===== config.mk =====
export PLATFORM = sky130hd
export DESIGN_NAME = resp_merge
export DESIGN_NICKNAME = d
export VERILOG_FILES = /design/src/hw/boot_pkg.sv /design/src/hw/resp_merge.sv
export SDC_FILE = /design/constraint.sdc
export NUM_CORES = 1
export LEC_CHECK = 0
export BUFFER_PORTS_ARGS = -buffer_cell sky130_fd_sc_hd__buf_2
export CAP_MARGIN = 30
export CORE_AREA = 2 2 123 125
export DETAILED_ROUTE_END_ITERATION = 12
export DIE_AREA = 0 0 125 127
export GPL_ROUTABILITY_DRIVEN = 0
export PLACE_DENSITY = 0.62
export SLEW_MARGIN = 40
export SYNTH_ARGS = -nofsm -noshare
export SYNTH_HDL_FRONTEND = slang
export SYNTH_SLANG_ARGS = --single-unit
export TNS_END_PERCENT = 1

===== constraint.sdc =====
create_clock -name clk_i -period 0.96 [get_ports clk_i]
set_input_delay 0.096 -clock clk_i [delete_from_list [all_inputs] [get_ports clk_i]]
set_output_delay 0.096 -clock clk_i [all_outputs]
set_load 0.02 [all_outputs]

===== src/hw/boot_pkg.sv =====
// Boot memory subsystem definitions
// Address map, sizes, the configuration table and the command and response formats
package boot_pkg;

   localparam int ADDR_W        = 16;
   localparam int DATA_W        = 32;
   localparam int NUM_BANKS     = 4;
   localparam int BANK_WORDS    = 64;
   localparam int BANK_SEL_LSB  = 6;
   localparam int BANK_W        = $clog2(NUM_BANKS);
   localparam int WORD_W        = $clog2(BANK_WORDS);
   localparam int HOST_ADDR_BIT = 15;
   localparam logic [ADDR_W-1:0] HOST_FINISH_ADDR = 16'h8000;

   localparam int MEM_LATENCY = 3;

   // Width of the outstanding image response counter
   localparam int OUT_CNT_W = 4;

   localparam int CFG_COUNT = 4;
   localparam int CFG_IDX_W = $clog2(CFG_COUNT);

   // One word per bank with entry 0 on the right
   localparam logic [CFG_COUNT-1:0][ADDR_W-1:0] CFG_ADDR =
      {16'h00C0, 16'h0080, 16'h0040, 16'h0000};
   localparam logic [CFG_COUNT-1:0][DATA_W-1:0] CFG_DATA =
      {32'hC0DE_0004, 32'hC0DE_0003, 32'hC0DE_0002, 32'hC0DE_0001};

   typedef enum logic [1:0] {
      OP_READ   = 2'd0,
      OP_WRITE  = 2'd1,
      OP_FINISH = 2'd2
   } op_e;

   typedef enum logic {
      SRC_CFG = 1'b0,
      SRC_NBF = 1'b1
   } src_e;

   typedef struct packed {
      op_e               op;
      src_e              src;
      logic [ADDR_W-1:0] addr;
      logic [DATA_W-1:0] data;
   } mem_cmd_s;

   // Data holds read data or zero for writes
   typedef struct packed {
      op_e               op;
      src_e              src;
      logic [ADDR_W-1:0] addr;
      logic [DATA_W-1:0] data;
   } mem_resp_s;

endpackage


===== src/hw/resp_merge.sv =====
// Response merger
// Registers the one valid target response and steers it by source
// Configuration acks stay internal and image responses go out
`timescale 1ns/1ps

module resp_merge (
   input  logic                           clk_i,
   input  logic                           rst_i,
   input  boot_pkg::mem_resp_s            bank_resp_i [boot_pkg::NUM_BANKS],
   input  logic [boot_pkg::NUM_BANKS-1:0] bank_v_i,
   input  boot_pkg::mem_resp_s            host_resp_i,
   input  logic                           host_v_i,
   output logic                           cfg_ack_o,
   output logic                           nbf_ack_o,
   output boot_pkg::mem_resp_s            resp_o,
   output logic                           resp_v_o
);

   boot_pkg::mem_resp_s sel_resp;
   boot_pkg::mem_resp_s resp_q;
   logic                resp_v_q;

   // Equal latency and single issue leave at most one source valid
   always_comb
   begin
      sel_resp = host_resp_i;
      for (int i = 0; i < boot_pkg::NUM_BANKS; i++)
      begin
         if (bank_v_i[i])
            sel_resp = bank_resp_i[i];
      end
   end

   always_ff @(posedge clk_i)
   begin
      if (rst_i)
         resp_v_q <= 1'b0;
      else
         resp_v_q <= host_v_i || (|bank_v_i);
   end

   always_ff @(posedge clk_i)
   begin
      resp_q <= sel_resp;
   end

   assign cfg_ack_o = resp_v_q && (resp_q.src == boot_pkg::SRC_CFG);
   assign nbf_ack_o = resp_v_q && (resp_q.src == boot_pkg::SRC_NBF);
   assign resp_v_o  = nbf_ack_o;
   assign resp_o    = resp_q;

endmodule


# After elaboration in Yosys (flattened, before gate mapping)
# Index checks and enable logic that the tools add are counted.
# classes
addsub	0
multipliers	0
n_div	0
order_cmp	0
n_eq_ne	0
shifts	0
muxes	4
bitwise	1
reduce_logical	4
# op_table
op	n
51-bit 2-to-1 mux	4
4-bit OR reduction	1
1-bit logical AND	2
1-bit logical OR	1
1-bit inverter	1
# word_totals
reg_bits	52
latchBits	0
ramBits	0
mem_bits_ro	0
inputBits	262
word_cells	14
n_memories	0

# Longest topological paths before layout
# logic_depth
word_depth	4
mapped_depth	5
ltp_nobuf	3

# Worst setup path after synthesis
# No wires, ideal clock.
# synth_timing
kind	input port to flip-flop
from	input port bank_v_i[3] in the netlist's numbering
to	register resp_q, in the netlist resp_o[11]
arrival_time_ns	0.866
required_time_ns	0.827
setup_slack_ns	-0.038
stages	5
path_buffers	2
cell_sequence	buf_6 -> or3_4 -> buf_6 -> o22ai_2 -> a21oi_1
# synth_rtl
element	line	text
start, declared	resp_merge.sv:10	input logic [boot_pkg::NUM_BANKS-1:0] bank_v_i,
end signal, assigned	resp_merge.sv:44	resp_q <= sel_resp;
end, declared	resp_merge.sv:20	boot_pkg::mem_resp_s resp_q;

# Worst setup path after layout
# layout_timing
from	register resp_v_q
to	output port cfg_ack_o
# layout_between
elab_chain_cells	1
# layout_rtl
element	line	text
start, declared	resp_merge.sv:21	logic resp_v_q;
start signal, assigned	resp_merge.sv:39	resp_v_q <= host_v_i || (|bank_v_i);
1-bit logical AND	resp_merge.sv:47	assign cfg_ack_o = resp_v_q && (resp_q.src == boot_pkg::SRC_CFG);
end, declared	resp_merge.sv:13	output logic cfg_ack_o,
# No other way between the ends.

==> metrics.txt <==
row count=44; Core Region=0.0144 mm2; Critical Path RT=860 ps; Final Setup Violations=3; clock buffer count from CTS=5; most frequent cells in the layout=312 x buf_2, 51 x mux2i_1, 50 x mux2_1, 50 x dfxtp_1; CP peak stage delay=320 ps; CTS clk-pin slew, worst paths=70 ps; width of the die=125 um; Die Area=0.0159 mm2; commonest non-fill, non-tap cell in the layout=buf_2; Layout area overhead=65.1%; worst hold stages=3; worst setup path startpoint=resp_v_q; number of global-route vias before repair=3,604; via count=3,598; Fin. Hold Viols=0; Final HPWL DP=9670 um; GRT Util Overall=14.5%; violated checks=setup timing; Nets=878; clock share of power=29.8%; status=complete, but fails checks; drt initial violations=116; I/O pins=316; sw frac=29.8%; first-pass iteration count of the detailed router=4; switching power=1.88 mW; layout cells sized above 1=57.5%; Setup Buffers After CTS=0; RSZ-0062 raised after global routing=yes; Crit path arrival time=910 ps; vias per inst=4.49; fin worst setup slack=-42.7 ps; sequential-to-total area share from yosys stat=33.2%; Worst Setup End Kind=output pin; internal power=4.42 mW; GRT overflow=0; drc violations=0; sequential fraction of design power=38.5%; leakage=2.64 nW; number of antenna violations at the first check in global routing=0; synth unique cells=26; Period Utilization, post-route=104%; CTS tree=yes; htree depth=2; Post-Place Worst Slack=-252 ps; Die Ht=127 um; root buffer cell=clkbuf_16; Hold Path Class=input port to register; worst slew pin tran=412 ps; Max Buffers Root-to-Sink=2; startpoint types=register; Final Max Tran Viols=0; Final ANT Viol Nets=0; final WL=12,200 um; ant diodes=0; hold path startpoint=bank_resp_i[53]; Worst Hold Path EP=resp_o[2]; wire per inst=15.2 um; Avg Cell Area, Syn=10.3 um2; Logic pwr share=31.8%; Worst path slowest cell=dfxtp_2; Port Buf Inserts=315; Cell Area, Synth=0.00313 mm2; Cells after Synth=304; FF+latch count, synth=52; PD cells=1220 mW/mm2; crit path time final=1000 ps; Max VDD drop=606 uV; maximum operating frequency=0.997 GHz; Initial Util=21.7%; Max-cap violations=0; crit path kind=register to output pin; first-pass GRT wire length=18,200 um; Synth warnings=0; Slew HR=72.5%; Max FO, Critical Path=2; Syn Nets=566; clock sink count=52; total power=6.30 mW; crit-path cells=nor2b_1 -> buf_4; largest net degree at the start of global routing=31
-- power groups by stage --
stage,Sequential (mW),Combinational [mW],Clock (mW)
global route,2.44,2.17,2.05
detailed placement,2.47,1.99,0
global placement,2.47,1.98,0
floorplan,2.75,0.752,0
finish,2.42,2.00,1.88
CTS,2.43,2.02,1.98
-- registers in the layout, indices dropped and copies added, names as in the netlist --
signal	flops
resp_o	51
resp_v_q	1
-- per-layer routing --
metal	share of wire (%)	global-route usage (%)	vias to the layer above	wire length (um)
met3	7.5	3.85	10	920
met4	1.5	4.18	0	180
met5	0	0	-	0
met1	40	16.0	1637	4900
met2	51	27.2	186	6210
li1	-	-	1765	-
-- metrics by stage --
stage | cell area, um2 | hold slack (ps) | util (%) | TNS [ps] | cells
finish | 5170 | 17.1 | 35.8 | -113 | 801
global route | 5170 | 14.5 | 35.8 | -232 | 801
CTS | 5170 | 3.27 | 35.8 | -109 | 801
detailed placement | 4980 | 265 | 34.6 | -7860 | 791
global placement | 4980 | 253 | 34.6 | -7350 | 791
floorplan | 3140 | 168 | - | -1320 | 304
-- timing repair --
action | CTS | global route
endpoints found under the setup margin | 3 | 3
hold endpoints to repair | 2 | 0
hold buffers | 2 | 0
gates resized for setup | 8 | 0
pin swaps | 1 | 0
-- cells in the mapped netlist (all sizes together) --
cell,number,area share (%)
dfxtp,52,33
mux2,51,18
mux2i,51,16
a22oi,40,9.6
o21ai,40,6.4
buf,19,5.2
a21oi,10,1.6
clkbuf,10,1.2
o22ai,10,3.8
nand2b,9,1.8
nand2,2,0.24
nor2b,2,0.48
and2,1,0.20
inv,1,0.12
nor2,1,0.12
nor3,1,0.32
o221ai,1,0.28
or2,1,0.20
or2b,1,0.24
or3,1,0.36
-- area by class of cell --
class / instances / area [um2]
Clock buffer: 8 / 146
Fill cell: 1481 / 9250
Inverter: 1 / 3.75
Multi-Input combinational cell: 222 / 1890
Sequential cell: 52 / 1040
Tap cell: 184 / 230
Timing Repair Buffer: 334 / 1850
-- cell families after synthesis --
kind of cell	Yosys count	synth area share [%]
compound gates	101	21.7
flops	52	33.2
buf+inv	30	6.51
mux	102	34.6
simple gates	19	3.96
-- worst max-delay path by stage --
stage,endpoint
global route,cfg_ack_o
CTS,resp_v_o
finish,cfg_ack_o
detailed placement,resp_o[49]
global placement,resp_o[49]
floorplan,resp_o[10]
-- critical path: cells and delay by family, from the launching register on --
| family | cells | cell delay [ps] |
|---|---|---|
| AND/OR/NAND/NOR | 1 | 140 |
| buffers and inverters | 1 | 150 |
| flip-flops | 1 | 320 |
Note: power is estimated with default switching activity, not from simulation.
