$ cat src/hw/boot_pkg.sv
// Boot memory subsystem definitions
// Address map, sizes, the configuration table and the command and response formats
package boot_pkg;

   localparam int ADDR_W        = 16;
   localparam int DATA_W        = 32;
   localparam int NUM_BANKS     = 4;
   localparam int BANK_WORDS    = 64;
   localparam int BANK_SEL_LSB  = 6;
   localparam int BANK_W        = $clog2(NUM_BANKS);
   localparam int WORD_W        = $clog2(BANK_WORDS);
   localparam int HOST_ADDR_BIT = 15;
   localparam logic [ADDR_W-1:0] HOST_FINISH_ADDR = 16'h8000;

   localparam int MEM_LATENCY = 3;

   // Width of the outstanding image response counter
   localparam int OUT_CNT_W = 4;

   localparam int CFG_COUNT = 4;
   localparam int CFG_IDX_W = $clog2(CFG_COUNT);

   // One word per bank with entry 0 on the right
   localparam logic [CFG_COUNT-1:0][ADDR_W-1:0] CFG_ADDR =
      {16'h00C0, 16'h0080, 16'h0040, 16'h0000};
   localparam logic [CFG_COUNT-1:0][DATA_W-1:0] CFG_DATA =
      {32'hC0DE_0004, 32'hC0DE_0003, 32'hC0DE_0002, 32'hC0DE_0001};

   typedef enum logic [1:0] {
      OP_READ   = 2'd0,
      OP_WRITE  = 2'd1,
      OP_FINISH = 2'd2
   } op_e;

   typedef enum logic {
      SRC_CFG = 1'b0,
      SRC_NBF = 1'b1
   } src_e;

   typedef struct packed {
      op_e               op;
      src_e              src;
      logic [ADDR_W-1:0] addr;
      logic [DATA_W-1:0] data;
   } mem_cmd_s;

   // Data holds read data or zero for writes
   typedef struct packed {
      op_e               op;
      src_e              src;
      logic [ADDR_W-1:0] addr;
      logic [DATA_W-1:0] data;
   } mem_resp_s;

endpackage

$ cat src/hw/cmd_router.sv
// Command router
// Fixed priority between the two loaders with configuration first
// Decodes the address into one bank valid or the host valid
`timescale 1ns/1ps

module cmd_router (
   input  logic                           clk_i,
   input  logic                           rst_i,
   input  logic                           cfg_done_i,
   input  boot_pkg::mem_cmd_s             cfg_cmd_i,
   input  logic                           cfg_v_i,
   input  boot_pkg::mem_cmd_s             nbf_cmd_i,
   input  logic                           nbf_v_i,
   output boot_pkg::mem_cmd_s             cmd_o,
   output logic [boot_pkg::NUM_BANKS-1:0] bank_v_o,
   output logic                           host_v_o
);

   logic                         nbf_sel_q;
   logic                         sel_v;
   logic                         to_host;
   logic [boot_pkg::BANK_W-1:0]  bank_sel;

   // Grant moves to the image loader for good once configuration completes
   always_ff @(posedge clk_i)
   begin
      if (rst_i)
         nbf_sel_q <= 1'b0;
      else if (cfg_done_i)
         nbf_sel_q <= 1'b1;
   end

   always_comb
   begin
      if (nbf_sel_q)
      begin
         cmd_o = nbf_cmd_i;
         sel_v = nbf_v_i;
      end
      else
      begin
         cmd_o = cfg_cmd_i;
         sel_v = cfg_v_i;
      end
   end

   assign to_host  = cmd_o.addr[boot_pkg::HOST_ADDR_BIT] || (cmd_o.op == boot_pkg::OP_FINISH);
   assign bank_sel = cmd_o.addr[boot_pkg::BANK_SEL_LSB +: boot_pkg::BANK_W];
   assign host_v_o = sel_v && to_host;

   always_comb
   begin
      bank_v_o = '0;
      if (sel_v && !to_host)
         bank_v_o[bank_sel] = 1'b1;
   end

endmodule

$ cat config.mk
export PLATFORM = sky130hd
export DESIGN_NAME = cmd_router
export DESIGN_NICKNAME = d
export VERILOG_FILES = /design/src/hw/boot_pkg.sv /design/src/hw/cmd_router.sv
export SDC_FILE = /design/constraint.sdc
export NUM_CORES = 1
export LEC_CHECK = 0
export BUFFER_PORTS_ARGS = -buffer_cell sky130_fd_sc_hd__buf_2
export CORE_AREA = 2 2 63 65
export DETAILED_ROUTE_END_ITERATION = 16
export DIE_AREA = 0 0 65 67
export PLACE_DENSITY_LB_ADDON = 0.1
export RECOVER_POWER = 25
export SYNTH_ARGS = -nofsm -noshare
export SYNTH_HDL_FRONTEND = slang
export SYNTH_SLANG_ARGS = --single-unit
$ cat constraint.sdc
create_clock -name clk_i -period 3.8 [get_ports clk_i]
set_clock_uncertainty 0.15 [all_clocks]
set_input_delay 0.38 -clock clk_i [delete_from_list [all_inputs] [get_ports clk_i]]
set_output_delay 0.38 -clock clk_i [all_outputs]
set_load 0.1 [all_outputs]
; After elaboration in Yosys (flattened, before gate mapping)
; Cells that the tools add are included.
[word_totals]
regBits = 1
word_cells = 14
[op_classes]
magnitude_cmp = 2
eq_ne = 1
mux = 5
n_reduce_logical = 5
[op_table]
columns = operator, n
row1 = $mux 51, 1
row2 = $mux 4, 1
row3 = $logic_and 1x1->1, 3
row4 = $lt 2x3->1 const B, 1
row5 = $demux 1 s2, 1
row6 = $eq 2x2->1 const B, 1
row7 = $ge 2x1->1 const B, 1
row8 = $mux 1, 2
row9 = $logic_not 1->1, 1
row10 = $logic_or 1x1->1, 1

; Depth between registers and ports, before layout
[logic_depth]
word_depth = 6
depth_mapped = 5
mapped_depth_nobuf = 3

; Worst setup path before layout
; Ideal clock, no wire load.
[synth_path]
path_kind = reg-to-output
startpoint = register nbf_sel_q
endpoint = output bank_v_o[0] in the netlist's numbering
arrival_ns = 3.349
required_time_ns = 3.270
setup_slack_ns = -0.079
path_stages_with_launch = 5
n_path_buf = 1
cell_sequence = dfxtp_1 -> buf_6 -> mux2i_1 -> inv_1 -> nor3_1
[synth_rtl]
columns = element, line
row1 = "start, declared", cmd_router.sv:19  ; logic nbf_sel_q;
row2 = "start signal, assigned", cmd_router.sv:28  ; nbf_sel_q <= 1'b0;
row3 = "start signal, assigned", cmd_router.sv:30  ; nbf_sel_q <= 1'b1;
row4 = "end, declared", cmd_router.sv:15  ; output logic [boot_pkg::NUM_BANKS-1:0] bank_v_o,

==> results.cfg <==
[status]
outcome = complete, no violations

[synth]
synthesis.nets = 180
yosysMostFrequentCell = mux2_2
synthTopCellsByCount = 48 x mux2_2, 4 x buf_2, 4 x nor3_1
syn_area_um2 = 729
synth_cell_types = 15
synth_top_area_share_pct = 74.1
avgSynthCellArea_um2 = 9.99
yosys_warnings = 0
ys.flop_type = dfxtp_1
synth-edff-count = 0
ys_ff_latch = 1
ys_seq_area_share_pct = 2.74
synth.top_cells.by_area = mux2_2 74%, buf_6 3.1%, buf_2 2.7%, dfxtp_1 2.7%, mux2i_1 2.7%
synthCells = 73
synth_top_cell_by_area = mux2_2
synthArstFlopShare_pct = 0

[sta]
max_slew_margin_pct = 4.69
layout_min_cycle_time_ns = 3.01
worst_slack_ns = 0.789
slew_violations = 0
hold_viol = 0
setup_viol_count_final = 0
period_share_pct = 79.2
fmax_ghz = 0.332
max_slew.worst_pin.slew_ns = 1.43
rsz0062_at_grt = no

[detailed_routing]
wl_um = 2900
dr.first_iter.drc_count = 20
via_count = 1176
wl_met1_um = 978
routed_via_density = 4.23
drc = 0
wl_met2_um = 1490
dr.pass1.iters = 4
top_layer = met4
drtAntennaViolNets = 0
wl_per_cell_um = 10.4
wl_met3_um = 403

[floorplan]
start_util_pct = 20.2
core.rowCount = 22
die_area_um2 = 4360
core_area_um2 = 3610
io_pins = 163
die_x_um = 65
dieHeight_um = 67

[placement]
dp_hpwl_um = 2610
pre_cts_slack_ns = 1.32
place_congestion = 0.702
io_buffers = 162
dp.cells = 278

[clock_tree]
cts_hold_buffers = 0
cts_setup_buffers = 0
clk_pin_slew_ns = 0
ctsResizeCount = 0
clk-insertion-delay-late_ns = 0

[power_and_ir_drop]
comb_power_share_pct = 96.4
power_frac_clock_pct = 0
p_sw_share_pct = 77.1
p_int_w = 0.000127
p_leak_nw = 0.858
vdd_ir_drop_max_v = 0.000180
power.net_switching_w = 0.000428
power-per-cell-area_nw_per_um2 = 359
p_total_w = 0.000556
power_frac_seq_pct = 3.6

[worst_setup_path]
critPathMaxFanout = 35
arrival_ns = 2.48
start_kind = register
path_class = reg -> out
critPathRequiredTime_ns = 3.27
critPathCaptureType = primary output

[layout]
num-fill-cells = 376
drive_gt1_share_pct = 87.4
reg.largest.list = nbf_sel_q x1
finish.utilization_pct = 43.0
top_register = nbf_sel_q
final_cells = 278
area_delta_synth_final_pct = 112
largest_reg_flops = 1
nets = 339
antenna_cells = 0

[global_routing]
antenna_found_initial = 0
grt_pass1_wl_um = 4040
grt_pass1_vias = 957
grt.total_usage_pct = 11.0
grt_overflow = 0
grt_max_degree = 36

[worst_hold_path]
hold_class = in -> reg

[job]
maxCapViolations = 0
## path summary, 6_finish.rpt
check | start | end | slack (ns) | cells after the start
setup / recovery | nbf_sel_q$_SDFFE_PP0P_ | cmd_o[21] | 0.79 | 2
hold / removal | rst_i | nbf_sel_q$_SDFFE_PP0P_ | 0.39 | 2
hold reg to reg | nbf_sel_q$_SDFFE_PP0P_ | nbf_sel_q$_SDFFE_PP0P_ | 0.97 | 2
setup reg to reg | nbf_sel_q$_SDFFE_PP0P_ | nbf_sel_q$_SDFFE_PP0P_ | 2.08 | 2
## per-layer routing
layer / vias to the layer above / GRT usage (%)
li1: 586 / -
met1: 501 / 11.4
met2: 87 / 23.1
met3: 2 / 2.03
met4: 0 / 1.06
met5: - / 0
## kinds of logic (layout without fill, tap and decap cells)
| group | count (synthesis) | count (layout) | synth area share, % |
|---|---|---|---|
| buffers and inverters | 9 | 166 | 7.38 |
| and+or+nand+nor | 11 | 11 | 9.61 |
| DFF | 1 | 1 | 2.74 |
| muxes | 52 | 52 | 80.3 |
## worst max-delay path, cell delays in order, from the launching register on
cell,delay (ns)
dfxtp_1,1.26
mux2_2,0.33
clkbuf_1,0.88
## power groups by stage
stage | combinational (W) | sequential (W) | clock, W
after floorplan | 0.000455 | 0.0000118 | 0
after CTS | 0.000540 | 0.0000208 | 0
after detailed placement | 0.000540 | 0.0000207 | 0
final | 0.000535 | 0.0000202 | 0
after global routing | 0.000553 | 0.0000214 | 0
after global placement | 0.000539 | 0.0000210 | 0
## stage by stage
| step | TNS (ns) | hold slack, ns | instance area [um^2] |
|---|---|---|---|
| floorplan | -0.236 | 0.302 | 729 |
| global placement | 0 | 0.385 | 1570 |
| detailed placement | 0 | 0.389 | 1570 |
| CTS | 0 | 0.391 | 1570 |
| global route | 0 | 0.401 | 1550 |
| finish | 0 | 0.393 | 1550 |
## layout make-up
class / count / area, um^2 / share of cell area, %
timing repair buffer: 163 / 802 / 51.8
inverter: 3 / 11.3 / 0.727
multi-input combinational: 63 / 656 / 42.3
tap: 48 / 60.1 / 3.88
sequential: 1 / 20.0 / 1.29
## cells in the final DEF (no fill, tap or decap), drive strengths merged
master	synthesis	routed
or3b	1	1
and2	1	1
mux2	49	49
dfxtp	1	1
nor2	2	2
clkbuf	0	13
nand3	1	1
nor3	4	4
inv	3	3
mux2i	3	3
buf	6	150
nand4	1	1
nand3b	1	1
Power figures use the tool's default switching activity.
