$ cat config.mk
export PLATFORM = sky130hd
export DESIGN_NAME = cfg_loader
export DESIGN_NICKNAME = d
export VERILOG_FILES = /design/src/hw/boot_pkg.sv /design/src/hw/cfg_loader.sv
export SDC_FILE = /design/constraint.sdc
export NUM_CORES = 1
export LEC_CHECK = 0
export CAP_MARGIN = 10
export CORE_MARGIN = 10
export CORE_UTILIZATION = 54
export DETAILED_ROUTE_END_ITERATION = 16
export DONT_BUFFER_PORTS = 1
export PLACE_DENSITY = 0.72
export SYNTH_ARGS = -nofsm -noshare
export SYNTH_HDL_FRONTEND = slang
export SYNTH_SLANG_ARGS = --single-unit
$ cat constraint.sdc
create_clock -name clk_i -period 1.1 [get_ports clk_i]
set_input_delay 0.11 -clock clk_i [delete_from_list [all_inputs] [get_ports clk_i]]
set_output_delay 0.11 -clock clk_i [all_outputs]
set_load 0.05 [all_outputs]
$ cat src/hw/boot_pkg.sv
// Boot memory subsystem definitions
// Address map, sizes, the configuration table and the command and response formats
package boot_pkg;

   localparam int ADDR_W        = 16;
   localparam int DATA_W        = 32;
   localparam int NUM_BANKS     = 4;
   localparam int BANK_WORDS    = 64;
   localparam int BANK_SEL_LSB  = 6;
   localparam int BANK_W        = $clog2(NUM_BANKS);
   localparam int WORD_W        = $clog2(BANK_WORDS);
   localparam int HOST_ADDR_BIT = 15;
   localparam logic [ADDR_W-1:0] HOST_FINISH_ADDR = 16'h8000;

   localparam int MEM_LATENCY = 3;

   // Width of the outstanding image response counter
   localparam int OUT_CNT_W = 4;

   localparam int CFG_COUNT = 4;
   localparam int CFG_IDX_W = $clog2(CFG_COUNT);

   // One word per bank with entry 0 on the right
   localparam logic [CFG_COUNT-1:0][ADDR_W-1:0] CFG_ADDR =
      {16'h00C0, 16'h0080, 16'h0040, 16'h0000};
   localparam logic [CFG_COUNT-1:0][DATA_W-1:0] CFG_DATA =
      {32'hC0DE_0004, 32'hC0DE_0003, 32'hC0DE_0002, 32'hC0DE_0001};

   typedef enum logic [1:0] {
      OP_READ   = 2'd0,
      OP_WRITE  = 2'd1,
      OP_FINISH = 2'd2
   } op_e;

   typedef enum logic {
      SRC_CFG = 1'b0,
      SRC_NBF = 1'b1
   } src_e;

   typedef struct packed {
      op_e               op;
      src_e              src;
      logic [ADDR_W-1:0] addr;
      logic [DATA_W-1:0] data;
   } mem_cmd_s;

   // Data holds read data or zero for writes
   typedef struct packed {
      op_e               op;
      src_e              src;
      logic [ADDR_W-1:0] addr;
      logic [DATA_W-1:0] data;
   } mem_resp_s;

endpackage

$ cat src/hw/cfg_loader.sv
// Configuration loader
// Writes the fixed configuration table into memory one word per cycle
// and flags done once every write has been acknowledged
`timescale 1ns/1ps

module cfg_loader (
   input  logic               clk_i,
   input  logic               rst_i,
   output boot_pkg::mem_cmd_s cmd_o,
   output logic               cmd_v_o,
   input  logic               ack_i,
   output logic               done_o
);

   logic [boot_pkg::CFG_IDX_W:0] idx_q;
   logic [boot_pkg::CFG_IDX_W:0] ack_cnt_q;
   logic                         issue;

   assign issue = (int'(idx_q) < boot_pkg::CFG_COUNT);

   always_ff @(posedge clk_i)
   begin
      if (rst_i)
      begin
         idx_q     <= '0;
         cmd_v_o   <= 1'b0;
         ack_cnt_q <= '0;
         done_o    <= 1'b0;
      end
      else
      begin
         cmd_v_o <= issue;
         if (issue)
            idx_q <= idx_q + 1'b1;
         if (ack_i)
            ack_cnt_q <= ack_cnt_q + 1'b1;
         // Last acknowledgement
         if (ack_i && (int'(ack_cnt_q) == boot_pkg::CFG_COUNT - 1))
            done_o <= 1'b1;
      end
   end

   always_ff @(posedge clk_i)
   begin
      if (issue)
      begin
         cmd_o.op   <= boot_pkg::OP_WRITE;
         cmd_o.src  <= boot_pkg::SRC_CFG;
         cmd_o.addr <= boot_pkg::CFG_ADDR[idx_q[boot_pkg::CFG_IDX_W-1:0]];
         cmd_o.data <= boot_pkg::CFG_DATA[idx_q[boot_pkg::CFG_IDX_W-1:0]];
      end
   end

endmodule

Word-level counts from Yosys, hierarchy flattened --
Cells that the tools add are included.
Cells by class: shift operators 0, add/sub/neg operators 2, div/mod/pow operators 0, muxes and demuxes 4, multiply operators 0, eq/ne operators 1, reductions and logical operators 1, magnitude comparators 2, bitwise operators 0
Operators by type and width (count):
- binary-select mux 32 bit (select 2 bit) | 1
- binary-select mux 16 bit (select 2 bit) | 1
- 2-to-1 mux 32 bit | 1
- 2-to-1 mux 16 bit | 1
- adder 3 x 1 -> 3 bit, second input constant | 2
- equality test 3 bit, second input constant | 1
- < comparator 2 x 3 -> 1 bit, second input constant | 1
- < comparator 3 bit, second input constant | 1
- logical AND 1 bit | 1
Storage, ports and cells: bits in read-only memories 0, register bits after elaboration 56, memory bits (writable) 0, memories kept 0, output and inout bits 53, logic and storage cells 16, input bits 3, bits in latches 0

Logic depth before layout (Yosys ltp) --
depth after elaboration 2, gate-level depth with buffers 4

Worst setup path before layout --
Ideal clock, no wire load.
path type reg-to-reg, start point reg idx_q[0] (netlist bit), end point reg cmd_o[0] (netlist bit) (data pin), slack -0.030 ns, stages on the path, launching flop included 4, buffers on the path 0, required time 0.838 ns, arrival 0.868 ns, library setup time 0.262 ns, path through dfxtp_1 inv_1 ha_1 or2_2
Between the ends: longest elaborated chain between the ends 2
Ends and longest elaborated chain:
- from (decl) | RTL line cfg_loader.sv:15 | logic [boot_pkg::CFG_IDX_W:0] idx_q;
- from (signal assigned) | RTL line cfg_loader.sv:34 | idx_q <= idx_q + 1'b1;
- binary-select mux 32 bit (select 2 bit) | RTL line cfg_loader.sv:50 | cmd_o.data <= boot_pkg::CFG_DATA[idx_q[boot_pkg::CFG_IDX_W-1:0]];
- 2-to-1 mux 32 bit (implied by the code) | RTL line cfg_loader.sv:50
- to (decl) | RTL line cfg_loader.sv:9 | output boot_pkg::mem_cmd_s cmd_o,
No other way between the ends. The select of a mux whose other input is x is not followed. A chain may end at the register's enable or synchronous reset.

Worst setup path in the final report --
start point reg ack_cnt_q[0] (netlist bit), end point reg ack_cnt_q[2] (netlist bit)
Between the ends: longest elaborated chain between the ends 1
Ends and longest elaborated chain:
- from (decl) | RTL line cfg_loader.sv:16 | logic [boot_pkg::CFG_IDX_W:0] ack_cnt_q;
- from (signal assigned) | RTL line cfg_loader.sv:36 | ack_cnt_q <= ack_cnt_q + 1'b1;
- adder 3 x 1 -> 3 bit | RTL line cfg_loader.sv:36
No other way between the ends.

==> impl_results.md <==
* Clock sinks at 13
* Largest net degree at the start of global routing at 9
* ANT nets after route at 0
* Tmin final at 1.058 ns
* Die height at 59.34 um
* Placed cell count at 103
* Mapped cell area at 835.8 um^2
* Dominant cells by area after synthesis: buf_4 41%, dfxtp_1 19%, edfxtp_1 18%, ha_1 7.5%, nor2_1 4.0%
* WHS Path Cells at 2
* Wire per inst at 11.01 um
* Total Power at 1692 uW
* Yosys warning total at 0
* Static leakage at 0.0004045 uW
* Peak VDD IR at 0.001177 V
* Fin Setup TNS at 0 ns
* R2r worst-path depth at 3
* Finished Layout Cells at 110
* Mapped Cells at 87
* Core Util, Final at 50.92%
* Startpoint Class: register
* CTS Buf Count at 3
* Worst-path clk slew at 0.07 ns
* Footprint of the multi-input gates at 332.8 um^2
* Layout cell share with drive strength beyond 1 at 14.89%
* CP Capture Point: ack_cnt_q[2]
* Reg-to-reg endpoint: ack_cnt_q[2]
* P&R area growth vs syn at -9.282%
* Power density cells at 2231 nW/um^2
* RR Startpoint: ack_cnt_q[0]
* Ant diodes at 0
* Global-route wire length before repair at 1635 um
* Fillcell total at 145
* I/O Pins at 56
* GP Congestion at 0.7589
* Vias at 403
* CTS root buf: clkbuf_4
* Yosys top cell area share at 41.32%
* H-tree Lvls at 1
* Residual DRC count at 0
* Die Footprint at 3521 um^2
* HP Class: primary input to register
* Syn avg cell area at 9.607 um^2
* Setup violations, final at 0
* Post-synth top area cell: buf_4
* Remaining Overflow, GRT at 0
* Initial Util at 56.13%
* Row Count at 14
* Synth cell types at 14
* Clock Latency Late Sink at 0.27 ns
* Clk_skew at 0.0009937 ns
* 1st-pass router iterations at 2
* MaxCap Viol Count at 0
* Antenna violations before repair at 0
* Seq. cell area at 314.1 um^2
* PortBufs at 0
* TritonCTS clock tree: yes
* Period utilization at 96.15%
* Final nets at 103
* Die boundary width at 59.34 um
* CTS Buffer Depth at 2
* Status: finished, final reports clean
* Critical Setup Path Class: register to register
* DR iter-0 viols at 1
* Core ar. at 1489 um^2
* Req. time, crit path at 1.30 ns
* Vias per inst at 3.664
* Crit path DAT at 1.25 ns
* Hold Fails Final Rpt at 0
* Crit path launch: ack_cnt_q[0]
* Critical Path End Type: register
* Final wirelength at 1211 um
* Crit-path max FO at 2
* Vias in the first global route at 354
* Max frequency at 945.5 MHz
* RSZ-0062 raised after global routing: no
* Slew Viols, Final at 0
* Yosys reg bits at 13
* All-Layer GR Usage at 6.191%
* Reg2reg setup slack at 0.04 ns
* Register area share after synthesis at 37.13%
* Hpwl dp at 1041 um
[registers in the layout, summed over array words and instances, names as in the netlist]
signal and flops:
cmd_o 5, idx_q 3, done_o 1, ack_cnt_q 3, cmd_v_o 1
[synth_stat cells (all sizes together)]
cell    number
conb         2
xor2         1
buf         47
or2          1
nor2         9
xnor2        1
a21oi        1
a211oi       1
ha           5
edfxtp       5
mux2i        2
inv          4
dfxtp        8
[kinds of logic after synthesis]
kind of cell	share of synthesized area (%)
xor gates and xnor gates	2.096
DFF	37.12
AOI/OAI and AO/OA	1.497
muxes	2.395
and+or+nand+nor	4.791
buffers and inverters	43.71
other	0.8985
adders and majority gates	7.485
[what timing repair did]
action,4_1_cts,5_1_grt
hold buffers,2,0
setup buffers,0,1
gates resized for setup,1,5
setup endpoints to repair,1,2
pin swaps,0,2
endpoints found under the hold margin,8,0
[cells in the final DEF, fill, tap and decap left out]
cell           count
buf_4              4
dlygate4sd3_1      2
inv_1              2
mux2i_1            2
inv_2              2
clkbuf_1           1
nor2_1             9
dfxtp_1            5
or2_4              1
clkbuf_4           3
xnor2_1            1
a21oi_1            1
a211oi_2           1
dfxtp_2            3
xor2_1             1
conb_1            46
ha_1               5
edfxtp_1           5
[through the flow]
step	setup WS [ns]	hold slack [ns]	instance area, um^2
detailed placement	0.01743	0.1824	694.4
finish	0.04235	0.03850	758.2
floorplan	0.003963	0.2046	1002
global route	0.01366	0.01842	758.2
global placement	0.03334	0.1799	694.4
CTS	0.002507	0.02314	745.7
[critical path, stage by stage, from the launching register on]
cell,delay [ns]
dfxtp_2,0.33
ha_1,0.19
ha_1,0.30
a211oi_2,0.17
[power by group]
| part | internal [uW] | switching, uW |
|---|---|---|
| clock | 140 | 142 |
| sequential | 622 | 270 |
| combinational | 92.5 | 424 |
| total | 855 | 837 |
[final cells by class]
cell class / count / area share (%)
clock buffer: 4 / 3.465
inverter: 4 / 1.980
multi-input combinational: 67 / 43.89
sequential: 13 / 41.42
tap: 16 / 2.640
timing repair buffer: 6 / 6.601
[per-layer routing]
layer  global-route usage [%]  wire length (um)  vias up
met5                        0                 0        -
met3                    5.794               150        0
met2                    11.00               679       26
li1                         -                 -      191
met4                    2.951                 0        0
met1                    4.151               380      186
[how the worst min path moves through the flow]
stage | start | endpoint
after CTS | ack_i | ack_cnt_q[2]
after global routing | ack_i | ack_cnt_q[2]
final | ack_i | ack_cnt_q[2]
after floorplan | ack_i | ack_cnt_q[2]
after detailed placement | rst_i | idx_q[0]
after global placement | rst_i | cmd_v_o
Note: power is estimated with default switching activity, not from simulation.
