## config.mk

```make
export PLATFORM = sky130hd
export DESIGN_NAME = host_mmio
export DESIGN_NICKNAME = d
export VERILOG_FILES = /design/src/hw/boot_pkg.sv /design/src/hw/host_mmio.sv
export SDC_FILE = /design/constraint.sdc
export NUM_CORES = 1
export LEC_CHECK = 0
export BUFFER_PORTS_ARGS = -buffer_cell sky130_fd_sc_hd__buf_2
export CORE_MARGIN = 2
export CORE_UTILIZATION = 33
export CTS_BUF_LIST = sky130_fd_sc_hd__clkbuf_2 sky130_fd_sc_hd__clkbuf_4 sky130_fd_sc_hd__clkbuf_8
export CTS_CLUSTER_SIZE = 25
export DETAILED_ROUTE_END_ITERATION = 6
export HOLD_SLACK_MARGIN = 0.15
export RECOVER_POWER = 100
export SETUP_SLACK_MARGIN = 0.4
export SLEW_MARGIN = 10
export SYNTH_ARGS = -nofsm -noshare
export SYNTH_HDL_FRONTEND = slang
export SYNTH_SLANG_ARGS = --single-unit
```

## constraint.sdc

```tcl
create_clock -name clk_i -period 2.2 [get_ports clk_i]
set_input_delay 0.44 -clock clk_i [delete_from_list [all_inputs] [get_ports clk_i]]
set_output_delay 0.44 -clock clk_i [all_outputs]
set_load 0.005 [all_outputs]
```

## src/hw/boot_pkg.sv

```systemverilog
// Boot memory subsystem definitions
// Address map, sizes, the configuration table and the command and response formats
package boot_pkg;

   localparam int ADDR_W        = 16;
   localparam int DATA_W        = 32;
   localparam int NUM_BANKS     = 4;
   localparam int BANK_WORDS    = 64;
   localparam int BANK_SEL_LSB  = 6;
   localparam int BANK_W        = $clog2(NUM_BANKS);
   localparam int WORD_W        = $clog2(BANK_WORDS);
   localparam int HOST_ADDR_BIT = 15;
   localparam logic [ADDR_W-1:0] HOST_FINISH_ADDR = 16'h8000;

   localparam int MEM_LATENCY = 3;

   // Width of the outstanding image response counter
   localparam int OUT_CNT_W = 4;

   localparam int CFG_COUNT = 4;
   localparam int CFG_IDX_W = $clog2(CFG_COUNT);

   // One word per bank with entry 0 on the right
   localparam logic [CFG_COUNT-1:0][ADDR_W-1:0] CFG_ADDR =
      {16'h00C0, 16'h0080, 16'h0040, 16'h0000};
   localparam logic [CFG_COUNT-1:0][DATA_W-1:0] CFG_DATA =
      {32'hC0DE_0004, 32'hC0DE_0003, 32'hC0DE_0002, 32'hC0DE_0001};

   typedef enum logic [1:0] {
      OP_READ   = 2'd0,
      OP_WRITE  = 2'd1,
      OP_FINISH = 2'd2
   } op_e;

   typedef enum logic {
      SRC_CFG = 1'b0,
      SRC_NBF = 1'b1
   } src_e;

   typedef struct packed {
      op_e               op;
      src_e              src;
      logic [ADDR_W-1:0] addr;
      logic [DATA_W-1:0] data;
   } mem_cmd_s;

   // Data holds read data or zero for writes
   typedef struct packed {
      op_e               op;
      src_e              src;
      logic [ADDR_W-1:0] addr;
      logic [DATA_W-1:0] data;
   } mem_resp_s;

endpackage

```

## src/hw/host_mmio.sv

```systemverilog
// Host MMIO block
// Latches the program-finish flag and code and answers every command
// with zero data after the fixed memory latency
`timescale 1ns/1ps

module host_mmio (
   input  logic                        clk_i,
   input  logic                        rst_i,
   input  boot_pkg::mem_cmd_s          cmd_i,
   input  logic                        cmd_v_i,
   output boot_pkg::mem_resp_s         resp_o,
   output logic                        resp_v_o,
   output logic                        program_finish_o,
   output logic [boot_pkg::DATA_W-1:0] finish_code_o
);

   logic                             finish_hit;
   boot_pkg::mem_resp_s              resp_q [boot_pkg::MEM_LATENCY];
   logic [boot_pkg::MEM_LATENCY-1:0] v_q;

   assign finish_hit = cmd_v_i && ((cmd_i.op == boot_pkg::OP_FINISH) ||
      ((cmd_i.op == boot_pkg::OP_WRITE) && (cmd_i.addr == boot_pkg::HOST_FINISH_ADDR)));

   always_ff @(posedge clk_i)
   begin
      if (rst_i)
      begin
         program_finish_o <= 1'b0;
         finish_code_o    <= '0;
         v_q              <= '0;
      end
      else
      begin
         v_q <= {v_q[boot_pkg::MEM_LATENCY-2:0], cmd_v_i};
         if (finish_hit)
         begin
            program_finish_o <= 1'b1;
            finish_code_o    <= cmd_i.data;
         end
      end
   end

   always_ff @(posedge clk_i)
   begin
      resp_q[0].op   <= cmd_i.op;
      resp_q[0].src  <= cmd_i.src;
      resp_q[0].addr <= cmd_i.addr;
      resp_q[0].data <= '0;
      for (int i = 1; i < boot_pkg::MEM_LATENCY; i++)
         resp_q[i] <= resp_q[i-1];
   end

   assign resp_o   = resp_q[boot_pkg::MEM_LATENCY-1];
   assign resp_v_o = v_q[boot_pkg::MEM_LATENCY-1];

endmodule

```

Word-level counts from Yosys, hierarchy flattened
Memory sizes are Yosys's and may differ from the RTL's.
Cells that the tools add are included.
Widths: inputs -> output; s select.
- memories kept: 1
- flip-flop bits (word level): 36
- word-level logic and storage cells: 10
- input port bits: 54
- memory bits (writable): 153
- memory list (name ; depth ; width ; read ports ; clocked after Yosys merged registers in ; write ports ; line ; source):
    resp_q ; 3 ; 51 ; 3 ; 0 ; 3 ; host_mmio.sv:18 ; boot_pkg::mem_resp_s resp_q [boot_pkg::MEM_LATENCY];
- reduce and logical (&&, ||, !) cells: 3
- eq/ne operators: 3
- operators with widths (cell ; number):
    $eq 16x16->1 const B ; 1
    $eq 2x1->1 const B ; 1
    $eq 2x2->1 const B ; 1
    $logic_and 1x1->1 ; 2
    $logic_or 1x1->1 ; 1

Logic depth before layout (Yosys ltp)
- word-level depth: 4
- gate-level depth with buffers: 6

Worst setup path before layout
Ideal clock, no wire load.
- path kind: input-to-reg
- from: input cmd_i[50] (netlist name)
- to: register finish_code_o[0] (netlist name)
- slack: 0.400 ns
- buffers on the path: 2
- arrival time: 1.678 ns
- stages on the path: 6
- path through: or4b_1 > or2_1 > buf_2 > buf_6 > a32oi_1 > nand3_1
- word-level cells in the longest chain between the ends: 4
- elaborated cells between the ends (all ways): 5
- ends and longest elaborated chain (item ; line ; source):
    start: declaration ; host_mmio.sv:9 ; input boot_pkg::mem_cmd_s cmd_i,
    $eq 2x1->1 ; host_mmio.sv:22 ; ((cmd_i.op == boot_pkg::OP_WRITE) && (cmd_i.addr == boot_pkg::HOST_FINISH_ADDR)));
    $logic_and 1x1->1 ; host_mmio.sv:22 ;
    $logic_or 1x1->1 * ; host_mmio.sv:21 ; assign finish_hit = cmd_v_i && ((cmd_i.op == boot_pkg::OP_FINISH) ||
    $logic_and 1x1->1 * ; host_mmio.sv:21 ;
    end signal: assignment ; host_mmio.sv:38 ; finish_code_o <= cmd_i.data;
    end: declaration ; host_mmio.sv:14 ; output logic [boot_pkg::DATA_W-1:0] finish_code_o
Every way passes the cells marked *; elsewhere a longest branch is shown, timed or not.
A chain may end at the register's enable or synchronous reset.

Final worst setup path
- from: input cmd_i[32] (netlist name)
- to: register finish_code_o[19] (netlist name)
- word-level cells in the longest chain between the ends: 4
- ends and longest elaborated chain (item ; line):
    $eq 16x16->1 ; host_mmio.sv:22
    $logic_and 1x1->1 ; host_mmio.sv:22
    $logic_or 1x1->1 ; host_mmio.sv:21
    $logic_and 1x1->1 ; host_mmio.sv:21
Every way passes these cells.

==> flow_summary.ini <==
[status]
outcome = finished clean

[synthesis]
netlist.area_leader.share_pct = 52.1
yosysWarnings = 0
ys_async_sr_fraction_pct = 0
mappedNetlistArea_sq_um = 3570
synthesis.area_per_instance_sq_um = 10.2
yosys.area_share.simple_pct = 24.8
yosysSeqAreaShare_pct = 52.1
number_of_synthesized_flops_with_an_enable_pin = 0
synthCells = 351
synth_xor_xnor_area_share_pct = 0
ys_ff_latch = 93
synth_area_leader_cell = dfxtp_1
synth_mux_area_share_pct = 0
synth_area_leaders = dfxtp_1 52%, buf_4 11%, a32oi_1 7.8%, nor3b_1 6.7%, nand2b_1 5.6%
yosys_most_used_dff = dfxtp_1
post_synth_fa_ha_maj_area_fraction_pct = 0
synth-compound-area-share_pct = 8.06
synthTopCellsByCount = 93 x dfxtp_1, 51 x buf_4
synth_cell_types = 22
synth_top_family_by_area = simple AND/OR/NAND/NOR gates
top_count_cell_post_synth = dfxtp_1

[setup_path]
ff2ff_path_depth = 3
rr_endpoint = finish_code_o[12]
worstPathCellList = buf_2 > or4_1 > or2_0 > buf_12 > a32oi_1 > nand3_1
worst-path-stages = 6
critPathMaxFanout = 32
startpoint_type = input pin
crit_arrival_ns = 1.84
critical_path_required_ns = 2.44
worstSetupPathType = input pin to flip-flop
critical_path.max_stage_delay_ns = 0.55
cpMaxStageDelayCell = or4_1
worst-r2r-setup-slack_ns = 1.31
cpLargestDelayFamily = simple AND/OR/NAND/NOR gates
critical_path.endpoint_type = flip-flop
timing.critical_path.buf_inv = 2
worst_r2r_startpoint = finish_code_o[12]

[die]
fp.coreArea_sq_um = 10400
dieArea_sq_um = 11700
chipHeight_microns = 108
die_width_microns = 108
number_of_i_o_pins = 139
num_rows = 37
floorplan.initialDensity_pct = 34.3

[timing]
final-max-slew-violation-count = 0
setup_repair_after_global_routing_missed_its_margin = false
setup_violations = 0
transition_time_at_the_pin_with_the_least_slew_margin_ns = 0.822
tns_ns = 0
final.period_utilization_pct = 72.8
maxClockFrequency_ghz = 0.624
period_minus_slack_ns = 1.60
fin_ws_ns = 0.598
slew_headroom_pct = 45.2
finClkSkew_ns = 0.00678
report.final.hold_viol_count = 0

[clock_network]
clock_pin_slew_of_the_registers_on_the_worst_case_setup_and_hold_paths_ns = 0.09
tritoncts_sink_count = 93
cts_setup_buffers = 0
h-tree-depth = 3
tritoncts_clock_tree = built
cts_buffers = 9
clk-insertion-delay-late_ns = 0.36
clock_tree.buffer_depth = 2
clock-root-buffer = clkbuf_8

[global_route]
gr_ovfl_total = 0
grt_max_degree = 66
grt_pass1_vias = 2547
antenna_found_initial = 0
gr-usage-all-layers_pct = 13.5
wire_length_of_the_first_global_routing_pass_microns = 12400

[route]
detail_route.wirelength_microns = 7870
detail_route.vias_per_cell = 4.93
route.detailed.wl_per_inst_microns = 13.9
detail_route.drc_violations = 0
antenna_violating_nets_post_route = 0
drt_iter0_markers = 105
dr_total_vias = 2785
dr.pass1.iters = 4

[place]
place.detailed.hpwl_microns = 4920
detailed_place.area_sq_um = 3970
io_buffer_count = 106
place_ws_ns = 0.224
routabilityCongestion = 0.645

[power_and_ir_drop]
totalPowerFinal_w = 0.00338
leak_pwr_nw = 1.68
vdd_drop_max_v = 0.000277
p_per_area_nw_per_um2 = 819

[min_path]
min-delay-start = cmd_i[32]
min_path_type = input pin to flip-flop
holdPathStages = 1
min_to = resp_q[0][32]

[cells_and_area]
layout_filler_cell_count = 1067
antenna_cells_inserted = 0
final_area_sq_um = 4120
final_layout_size_suffix_gt1_share_pct = 21.9
areaGrowthSynthToFinish_pct = 15.4
layout.nets = 478

[flow_run]
max_cap_viol_count = 0
[power by group]
part,switching (W),internal [W],total [W]
Sequential,0.0000518,0.00183,0.00188
Combinational,0.000203,0.000193,0.000396
Clock,0.000648,0.000448,0.00110
Total,0.000904,0.00247,0.00338
[registers in the layout, indices dropped and copies added, names as in the netlist]
| register | flops |
|---|---|
| resp_q | 57 |
| finish_code_o | 32 |
| v_q | 3 |
| program_finish_o | 1 |
[layer usage]
metal	track usage [%]	wire, microns	vias up
li1	-	-	1333
met5	0	0	-
met2	21.9	3680	120
met1	16.8	3450	1321
met4	4.30	106	0
met3	4.94	636	11
[final cells by class]
class	instances	area, sq um	share of cell area [%]
Clock buffer	10	131	3.19
Tap cell	136	170	4.13
Inverter	1	3.75	0.0911
Sequential cell	93	1860	45.2
Timing Repair Buffer	113	598	14.5
Multi-Input combinational cell	206	1300	31.6
Clock inverter	6	55.1	1.34
[through the flow]
step | instances | util (%) | hold WS [ns]
after floorplan | 382 | - | 0.310
after global placement | 548 | 38.2 | 0.310
after detailed placement | 548 | 38.2 | 0.312
after CTS | 564 | 39.9 | 0.151
after global routing | 565 | 39.6 | 0.154
final | 565 | 39.6 | 0.199
[worst max-delay path by stage]
stage	startpoint	end	slack [ns]
after floorplan	cmd_i[32]	finish_code_o[0]	0.41
after global placement	cmd_i[32]	finish_code_o[4]	0.26
after detailed placement	cmd_i[32]	finish_code_o[13]	0.22
after CTS	cmd_i[50]	finish_code_o[19]	0.62
after global routing	cmd_i[32]	finish_code_o[13]	0.52
final	cmd_i[32]	finish_code_o[19]	0.60
[cells in the final DEF, fill, tap and decap left out, types with 2 or more instances in the layout]
cell,Yosys,routed
dfxtp_1,93,93
buf_12,0,5
clkinvlp_4,0,2
nand3_1,32,32
a32oi_1,32,32
nor2_1,3,2
nand4_1,32,32
inv_8,0,2
nor2b_1,3,3
nand2b_1,32,32
clkbuf_8,0,9
nor3b_1,32,32
buf_2,4,68
conb_1,1,32
clkbuf_1,24,38
inv_6,0,2
[what timing repair did]
| item | 4_1_cts | 5_1_grt |
|---|---|---|
| hold endpoints to repair | 0 | 1 |
| resized for setup | 0 | 0 |
| hold buffers | 0 | 1 |
[cell families (layout without fill, tap and decap cells)]
logic type | Yosys count | count (layout)
compound gates | 33 | 33
buf+inv | 83 | 130
flops | 93 | 93
other cells | 1 | 32
simple gates | 141 | 141
Note: power is estimated with default switching activity, not from simulation.
